File: src/rtl/capreg_pkg.sv
// ****************************************
// sizes and capability metadata shared by the register file
// a capability here is only a tag bit and a flat permission field
// ****************************************
`default_nettype none

package capreg_pkg;

  // register file geometry
  localparam int unsigned NUM_REGS = 16;
  localparam int unsigned ADDR_W   = 4;
  localparam int unsigned DATA_W   = 32;

  // width of the permission field carried with each register
  localparam int unsigned PERM_W   = 8;

  // capability metadata, tag in the top bit
  typedef struct packed {
    logic              valid;
    logic [PERM_W-1:0] perms;
  } cap_t;

  // untagged, no permissions
  localparam cap_t NULL_CAP = '{valid: 1'b0, perms: '0};

  // command opcodes
  // 2'b11 is unused and treated as a no-op
  typedef enum logic [1:0] {
    OP_WRITE   = 2'b00,
    OP_RESERVE = 2'b01,
    OP_REVOKE  = 2'b10
  } rf_op_e;

endpackage

`default_nettype wire
File: src/rtl/rf_rd_if.sv
// ****************************************
// internal read channel, four-phase req/ack
// data and cap are only valid while ack is high
// ****************************************
`default_nettype none

interface rf_rd_if;
  import capreg_pkg::*;

  logic              req;
  logic              ack;
  logic [ADDR_W-1:0] addr;
  logic [DATA_W-1:0] data;
  cap_t              cap;

  // requesting side
  modport port (
    output req, addr,
    input  ack, data, cap
  );

  // responding side
  modport regfile (
    input  req, addr,
    output ack, data, cap
  );

endinterface

`default_nettype wire

File: src/rtl/rf_cmd_if.sv
// ****************************************
// internal command channel, four-phase req/ack
// fields must stay stable while req is high
// ****************************************
`default_nettype none

interface rf_cmd_if;
  import capreg_pkg::*;

  logic              req;
  logic              ack;
  rf_op_e            op;
  logic [ADDR_W-1:0] addr;
  logic [DATA_W-1:0] data;
  cap_t              cap;
  // revoke only: also drop the tag
  logic              clrtag;

  // command source side
  modport intake (
    output req, op, addr, data, cap, clrtag,
    input  ack
  );

  // command sink side
  modport regfile (
    input  req, op, addr, data, cap, clrtag,
    output ack
  );

endinterface

`default_nettype wire

File: src/rtl/cap_rf_top.sv
// ****************************************
// capability register file with separate command and read channels
// both channels use a four-phase req/ack handshake
// ****************************************
`default_nettype none

module cap_rf_top import capreg_pkg::*; (
  input  logic              clk_i,
  input  logic              par_rst_ni,

  // command channel
  input  logic              cmd_req_i,
  output logic              cmd_ack_o,
  input  rf_op_e            cmd_op_i,
  input  logic [ADDR_W-1:0] cmd_addr_i,
  input  logic [DATA_W-1:0] cmd_data_i,
  input  logic              cmd_cap_valid_i,
  input  logic [PERM_W-1:0] cmd_cap_perms_i,
  input  logic              cmd_clrtag_i,

  // read channel
  input  logic              rd_req_i,
  output logic              rd_ack_o,
  input  logic [ADDR_W-1:0] rd_addr_i,
  output logic [DATA_W-1:0] rd_data_o,
  output logic              rd_cap_valid_o,
  output logic [PERM_W-1:0] rd_cap_perms_o
);

  rf_cmd_if cmd_if ();
  rf_rd_if  rd_if ();

  rf_cmd_intake intake_i (
    .clk_i           (clk_i),
    .par_rst_ni      (par_rst_ni),
    .cmd_req_i       (cmd_req_i),
    .cmd_ack_o       (cmd_ack_o),
    .cmd_op_i        (cmd_op_i),
    .cmd_addr_i      (cmd_addr_i),
    .cmd_data_i      (cmd_data_i),
    .cmd_cap_valid_i (cmd_cap_valid_i),
    .cmd_cap_perms_i (cmd_cap_perms_i),
    .cmd_clrtag_i    (cmd_clrtag_i),
    .cmd             (cmd_if.intake)
  );

  cap_regfile regfile_i (
    .clk_i      (clk_i),
    .par_rst_ni (par_rst_ni),
    .cmd        (cmd_if.regfile),
    .rd         (rd_if.regfile)
  );

  rf_read_port read_port_i (
    .clk_i          (clk_i),
    .par_rst_ni     (par_rst_ni),
    .rd_req_i       (rd_req_i),
    .rd_ack_o       (rd_ack_o),
    .rd_addr_i      (rd_addr_i),
    .rd_data_o      (rd_data_o),
    .rd_cap_valid_o (rd_cap_valid_o),
    .rd_cap_perms_o (rd_cap_perms_o),
    .rd             (rd_if.port)
  );

endmodule

`default_nettype wire

File: src/rtl/rf_read_port.sv
// ****************************************
// bridges the external read handshake onto rf_rd_if
// outputs only hold a valid value while rd_ack_o is high
// ****************************************
`default_nettype none

module rf_read_port import capreg_pkg::*; (
  input  logic              clk_i,
  input  logic              par_rst_ni,
  input  logic              rd_req_i,
  output logic              rd_ack_o,
  input  logic [ADDR_W-1:0] rd_addr_i,
  output logic [DATA_W-1:0] rd_data_o,
  output logic              rd_cap_valid_o,
  output logic [PERM_W-1:0] rd_cap_perms_o,
  rf_rd_if.port             rd
);

  typedef enum logic [1:0] {
    ST_IDLE,
    ST_WAIT,
    ST_DONE
  } state_e;

  state_e state_q;

  logic [ADDR_W-1:0] addr_q;
  logic [DATA_W-1:0] data_q;
  cap_t              cap_q;

  always_ff @(posedge clk_i or negedge par_rst_ni) begin
    if (!par_rst_ni) begin
      state_q <= ST_IDLE;
    end else begin
      unique case (state_q)
        ST_IDLE: if (rd_req_i) state_q <= ST_WAIT;
        // may sit here for a while on a reserved register
        ST_WAIT: if (rd.ack) state_q <= ST_DONE;
        ST_DONE: if (!rd_req_i && !rd.ack) state_q <= ST_IDLE;
        default: state_q <= ST_IDLE;
      endcase
    end
  end

  always_ff @(posedge clk_i) begin
    if (state_q == ST_IDLE && rd_req_i) begin
      addr_q <= rd_addr_i;
    end
    if (state_q == ST_WAIT && rd.ack) begin
      data_q <= rd.data;
      cap_q  <= rd.cap;
    end
  end

  assign rd.req         = (state_q == ST_WAIT);
  assign rd.addr        = addr_q;
  assign rd_ack_o       = (state_q == ST_DONE);
  assign rd_data_o      = data_q;
  assign rd_cap_valid_o = cap_q.valid;
  assign rd_cap_perms_o = cap_q.perms;

  // reset must leave no stale response on the outputs
  a_no_ack_after_rst: assert property (@(posedge clk_i)
    $rose(par_rst_ni) |-> !rd_ack_o);

endmodule

`default_nettype wire

File: src/rtl/cap_regfile.sv
// ****************************************
// register 0 has no storage and always reads as zero, null cap
// a read of a reserved register stalls until it is revoked
// ****************************************
`default_nettype none

module cap_regfile import capreg_pkg::*; (
  input  logic      clk_i,
  input  logic      par_rst_ni,
  rf_cmd_if.regfile cmd,
  rf_rd_if.regfile  rd
);

  // flat views of the array, entry 0 tied off
  logic [DATA_W-1:0]   data_all [NUM_REGS];
  cap_t                cap_all  [NUM_REGS];
  logic [NUM_REGS-1:0] ready_all;

  logic cmd_ack_q;
  logic rd_ack_q;
  logic cmd_fire;
  logic rd_ready;
  logic rd_fire;

  logic [DATA_W-1:0] rd_data_q;
  cap_t              rd_cap_q;

  assign cmd_fire = cmd.req && !cmd_ack_q;

  assign data_all[0]  = '0;
  assign cap_all[0]   = NULL_CAP;
  assign ready_all[0] = 1'b1;

  for (genvar i = 1; i < NUM_REGS; i++) begin : g_regs
    logic [DATA_W-1:0] data_r;
    cap_t              cap_r;
    logic              ready_r;
    logic              hit;

    assign hit = cmd_fire && (cmd.addr == ADDR_W'(i));

    always_ff @(posedge clk_i or negedge par_rst_ni) begin
      if (!par_rst_ni) begin
        data_r  <= '0;
        cap_r   <= NULL_CAP;
        ready_r <= 1'b1;
      end else if (hit) begin
        case (cmd.op)
          OP_WRITE: begin
            data_r <= cmd.data;
            cap_r  <= cmd.cap;
          end
          // a capability load is in flight for this register
          OP_RESERVE: ready_r <= 1'b0;
          OP_REVOKE: begin
            ready_r <= 1'b1;
            if (cmd.clrtag) cap_r.valid <= 1'b0;
          end
          default: ;
        endcase
      end
    end

    assign data_all[i]  = data_r;
    assign cap_all[i]   = cap_r;
    assign ready_all[i] = ready_r;
  end

  // reads wait here until the addressed register is ready
  assign rd_ready = ready_all[rd.addr];
  assign rd_fire  = rd.req && !rd_ack_q && rd_ready;

  always_ff @(posedge clk_i or negedge par_rst_ni) begin
    if (!par_rst_ni) begin
      cmd_ack_q <= 1'b0;
      rd_ack_q  <= 1'b0;
    end else begin
      if (cmd_fire) cmd_ack_q <= 1'b1;
      else if (cmd_ack_q && !cmd.req) cmd_ack_q <= 1'b0;

      if (rd_fire) rd_ack_q <= 1'b1;
      else if (rd_ack_q && !rd.req) rd_ack_q <= 1'b0;
    end
  end

  // sampled before any command on the same edge lands
  always_ff @(posedge clk_i) begin
    if (rd_fire) begin
      rd_data_q <= data_all[rd.addr];
      rd_cap_q  <= cap_all[rd.addr];
    end
  end

  assign cmd.ack = cmd_ack_q;
  assign rd.ack  = rd_ack_q;
  assign rd.data = rd_data_q;
  assign rd.cap  = rd_cap_q;

  a_cmd_ack_req: assert property (@(posedge clk_i) disable iff (!par_rst_ni)
    $rose(cmd.ack) |-> $past(cmd.req));

  a_rd_ack_req: assert property (@(posedge clk_i) disable iff (!par_rst_ni)
    $rose(rd.ack) |-> $past(rd.req));

  // no response may leak out of a reserved register
  a_rd_ack_ready: assert property (@(posedge clk_i) disable iff (!par_rst_ni)
    $rose(rd.ack) |-> $past(rd_ready));

endmodule

`default_nettype wire

File: src/rtl/rf_cmd_intake.sv
// ****************************************
// bridges the external command handshake onto rf_cmd_if
// the source must drop cmd_req_i before starting a new command
// ****************************************
`default_nettype none

module rf_cmd_intake import capreg_pkg::*; (
  input  logic              clk_i,
  input  logic              par_rst_ni,
  input  logic              cmd_req_i,
  output logic              cmd_ack_o,
  input  rf_op_e            cmd_op_i,
  input  logic [ADDR_W-1:0] cmd_addr_i,
  input  logic [DATA_W-1:0] cmd_data_i,
  input  logic              cmd_cap_valid_i,
  input  logic [PERM_W-1:0] cmd_cap_perms_i,
  input  logic              cmd_clrtag_i,
  rf_cmd_if.intake          cmd
);

  typedef enum logic [1:0] {
    ST_IDLE,
    ST_FWD,
    ST_DONE
  } state_e;

  state_e state_q;

  // held copy of the command while it is forwarded
  rf_op_e            op_q;
  logic [ADDR_W-1:0] addr_q;
  logic [DATA_W-1:0] data_q;
  cap_t              cap_q;
  logic              clrtag_q;

  always_ff @(posedge clk_i or negedge par_rst_ni) begin
    if (!par_rst_ni) begin
      state_q <= ST_IDLE;
    end else begin
      unique case (state_q)
        ST_IDLE: if (cmd_req_i) state_q <= ST_FWD;
        ST_FWD:  if (cmd.ack) state_q <= ST_DONE;
        // wait for both sides to return to zero
        ST_DONE: if (!cmd_req_i && !cmd.ack) state_q <= ST_IDLE;
        default: state_q <= ST_IDLE;
      endcase
    end
  end

  always_ff @(posedge clk_i) begin
    if (state_q == ST_IDLE && cmd_req_i) begin
      op_q     <= cmd_op_i;
      addr_q   <= cmd_addr_i;
      data_q   <= cmd_data_i;
      cap_q    <= '{valid: cmd_cap_valid_i, perms: cmd_cap_perms_i};
      clrtag_q <= cmd_clrtag_i;
    end
  end

  assign cmd.req    = (state_q == ST_FWD);
  assign cmd.op     = op_q;
  assign cmd.addr   = addr_q;
  assign cmd.data   = data_q;
  assign cmd.cap    = cap_q;
  assign cmd.clrtag = clrtag_q;
  assign cmd_ack_o  = (state_q == ST_DONE);

  // a forwarded command is held until the register file takes it
  a_req_held: assert property (@(posedge clk_i) disable iff (!par_rst_ni)
    (cmd.req && !cmd.ack) |=>
      (cmd.req && $stable({cmd.op, cmd.addr, cmd.data, cmd.cap, cmd.clrtag})));

endmodule

`default_nettype wire

File: config.mk
export PLATFORM = sky130hd
export DESIGN_NAME = cap_rf_top
export DESIGN_NICKNAME = d
export VERILOG_FILES = /design/src/rtl/capreg_pkg.sv /design/src/rtl/rf_rd_if.sv /design/src/rtl/rf_cmd_if.sv /design/src/rtl/cap_rf_top.sv /design/src/rtl/rf_read_port.sv /design/src/rtl/cap_regfile.sv /design/src/rtl/rf_cmd_intake.sv
export SDC_FILE = /design/constraint.sdc
export NUM_CORES = 1
export LEC_CHECK = 0
export ABC_AREA = 1
export BUFFER_PORTS_ARGS = -buffer_cell sky130_fd_sc_hd__buf_2
export CAP_MARGIN = 20
export CORE_UTILIZATION = 35
export DETAILED_ROUTE_END_ITERATION = 12
export PLACE_DENSITY = 0.52
export SYNTH_ARGS = -nofsm -noshare
export SYNTH_HDL_FRONTEND = slang
export SYNTH_SLANG_ARGS = --single-unit
export TNS_END_PERCENT = 100
File: constraint.sdc
create_clock -name clk_i -period 6 [get_ports clk_i]
set_clock_uncertainty 0.2 [all_clocks]
set_input_delay 0.9 -clock clk_i [delete_from_list [all_inputs] [get_ports clk_i]]
set_output_delay 0.9 -clock clk_i [all_outputs]
set_load 0.01 [all_outputs]
==> reports/qor.txt <==
outcome: finished clean
number of DRC markers in iteration 0: 2166
mapped cell area: 0.0333 mm²
Final Max Slew Viols: 0
Routed met1 length: 45600 µm
vias in the first global route: 24115
die area: 0.0963 mm²
hold_buf cts: 0
RSZ-0062 raised after global routing: false
Worst Path Arrival: 4190 ps
Setup crit end kind: flop
Residual DRC: 0
Worst Tran Pin Value: 1150 ps
max_cap viols: 0
number of fill cells: 9389
worst setup margin: 1910 ps
ANT cells: 0
Sequential Power Share: 45.8%
Avg Vias per Cell: 5.15
placed inst area: 0.0342 mm²
hold slack: 119 ps
Hold Path Class: primary input to async pin
Max IR drop VDD: 0.206 mV
Worst slew margin: 23.6%
First-pass DRT Iterations: 6
Final #Nets: 3530
Syn Nets: 3597
die width: 310 µm
setup TNS: 0 ps
GRT Util Overall: 19.5%
Worst-path clk slew: 60 ps
register bit total from synthesis: 770
Tmin final: 4090 ps
Post CTS Setup Buffer Count: 0
initial antenna violation count: 1
largest net degree at the start of global routing: 153
Starting Density: 35.5%
P_int: 11.3 mW
Crit Path Max Fanout: 130
Sw Ratio: 31.9%
fin crit share: 68.2%
Inst Count DP: 4635
CTS resizes: 0
Clk network pwr share: 32.9%
WL met2: 40200 µm
total gr overflow: 0
DIE HEIGHT: 310 µm
Worst Path Required: 6100 ps
Crit Path Category: flop to flop
clk buf depth: 3
FMAX: 244 MHz
share of cells above drive strength 1: 11.7%
syn avg cell area: 9.40 µm²
Pwr Total: 16.6 mW
PD cells: 445 mW/mm²
I/O Pins: 99
routed len/inst: 19.2 µm
Final setup viols: 0
Finished Cell Area: 0.0372 mm²
# rows: 112
end-of-flow core utilization: 39.7%
htree depth: 3
pre-CTS setup slack: 1910 ps
Post-Route WL: 92200 µm
ANT nets after route: 0
met3 wire length: 4220 µm
GP Congestion: 0.737
global-route wire length before repair: 146000 µm
Layout Cells excl Fill: 4799
switching power: 5.28 mW
Post-DP HPWL: 47100 µm
IO buf count: 98
DR top layer: met5
CTS tree: built
Static Leak: 16.0 nW
Mapped Cells: 3538
synth-to-layout area growth: 11.8%
via count: 24709
Gate power share: 21.3%
Startpoint Class: flop
worst skew pair latency: 650 ps
YS warnings: 0
clock root buffer master: clkbuf_16
total CTS buffers: 86
Sink Count: 770
Hold Vio Cnt, Final: 0
Yosys cell types: 29
core region area: 0.0937 mm²
Seq/Total Area, Yosys: 60.0%
-- worst max-delay path: stages, from the launching register on --
cell and delay (ps):
edfxtp_1 1080, inv_8 500, nand2_1 190, nand3_1 90, nand2_1 100, nand2_1 50
nand3_1 110, nand3_1 110, inv_2 820, buf_4 450
-- metal layers --
metal | vias up | GRT usage, %
met5 | - | 0
met4 | 2 | 5.13
met3 | 153 | 2.92
met2 | 570 | 29.8
met1 | 12131 | 28.8
li1 | 11853 | -
-- cell usage after synthesis --
cell type | n | area, µm²
nand3b_1 | 1 | 7.51
nand2_1 | 701 | 2630
buf_1 | 10 | 37.5
a211oi_1 | 1 | 7.51
o21ai_0 | 700 | 3500
dfrtp_1 | 621 | 15500
nor2_2 | 1 | 6.26
inv_2 | 5 | 18.8
o21ai_1 | 170 | 851
buf_2 | 42 | 210
clkbuf_1 | 187 | 702
ha_1 | 3 | 37.5
nand3_1 | 125 | 626
clkinv_1 | 1 | 3.75
dfstp_2 | 15 | 394
edfxtp_1 | 134 | 4020
nor3_4 | 4 | 65.1
nand3_2 | 9 | 90.1
nand3_4 | 6 | 105
o21ai_2 | 92 | 806
buf_4 | 10 | 75.1
nor3_1 | 2 | 10.0
nor2_1 | 418 | 1570
o211ai_1 | 123 | 923
o22ai_1 | 1 | 6.26
buf_6 | 51 | 574
a21oi_1 | 41 | 205
or2_2 | 1 | 6.26
inv_1 | 63 | 236
-- cell type report --
type                            count  area, µm²  share of cell area, %
Clock buffer                      145       2720                   7.31
Sequential cell                   770      20000                   53.6
Clock inverter                     17        223                  0.599
Tap cell                         1254       1570                   4.22
Multi-Input combinational cell   2399      11500                   31.0
Timing Repair Buffer              145        936                   2.52
Inverter                           69        267                  0.716
-- final timing paths --
check / start / to / slack, ps / cells after the start
max: read_port_i.rd.addr[0] / regfile_i.rd.data[10] / 1910 / 9
min: par_rst_ni / regfile_i.g_regs[7].data_r[25] / 120 / 1
max reg2reg: read_port_i.rd.addr[0] / regfile_i.rd.data[10] / 1910 / 9
min reg2reg: regfile_i.rd.data[28] / read_port_i.rd_data_o[28] / 220 / 0
max in group asynchronous: par_rst_ni / regfile_i.g_regs[5].data_r[15] / 4150 / 2
min in group clk_i: regfile_i.rd.data[28] / read_port_i.rd_data_o[28] / 220 / 0
-- placed cells by master, fill, tap and decap left out, types with 24 or more instances in the layout --
cell       netlist  routed
a21oi_1         41      41
buf_2           42      97
buf_4           10      41
clkbuf_1       187      30
clkbuf_16        0      91
clkbuf_8         0      24
dfrtp_1        621     621
edfxtp_1       134     134
inv_1           63      61
nand2_1        701     701
nand3_1        125     125
nor2_1         418     417
o211ai_1       123     123
o21ai_0        700     700
o21ai_1        170     170
o21ai_2         92      92
-- cells by family (layout without fill, tap and decap cells) --
| kind of cell | after synthesis | after routing | share of synthesized area (%) |
|---|---|---|---|
| buffers and inverters | 369 | 376 | 5.58 |
| flip-flops | 770 | 770 | 60.0 |
| AO/OA/AOI/OAI | 1128 | 1128 | 18.9 |
| AND/OR/NAND/NOR | 1268 | 1268 | 15.4 |
| adder cells (fa/ha/maj) | 3 | 3 | 0.113 |
-- power groups by stage --
stage                     Clock (mW)  Combinational [mW]  Sequential [mW]
final                           5.44                3.53             7.58
after global routing            5.79                4.08             7.75
after CTS                       5.58                3.59             7.58
after detailed placement           0                3.58             7.66
after global placement             0                3.53             7.64
after floorplan                    0                2.60             7.45
-- sequential cells by signal, indices dropped and copies added, names as in the netlist --
| register | flops |
|---|---|
| regfile_i.g_regs.data_r | 480 |
| regfile_i.cap_all | 135 |
| intake_i.cmd.data | 32 |
| read_port_i.rd_data_o | 32 |
| regfile_i.rd.data | 32 |
| regfile_i.g_regs.ready_r | 15 |
| intake_i.cmd.cap | 9 |
| regfile_i.rd.cap | 9 |
| read_port_i.rd_cap_perms_o | 8 |
| intake_i.cmd.addr | 4 |
| read_port_i.rd.addr | 4 |
| intake_i.cmd.op | 2 |
| intake_i.state_q | 2 |
| read_port_i.state_q | 2 |
| intake_i.cmd.clrtag | 1 |
| read_port_i.rd_cap_valid_o | 1 |
| regfile_i.cmd.ack | 1 |
| regfile_i.rd.ack | 1 |
Note: power is estimated with default switching activity, not from simulation.
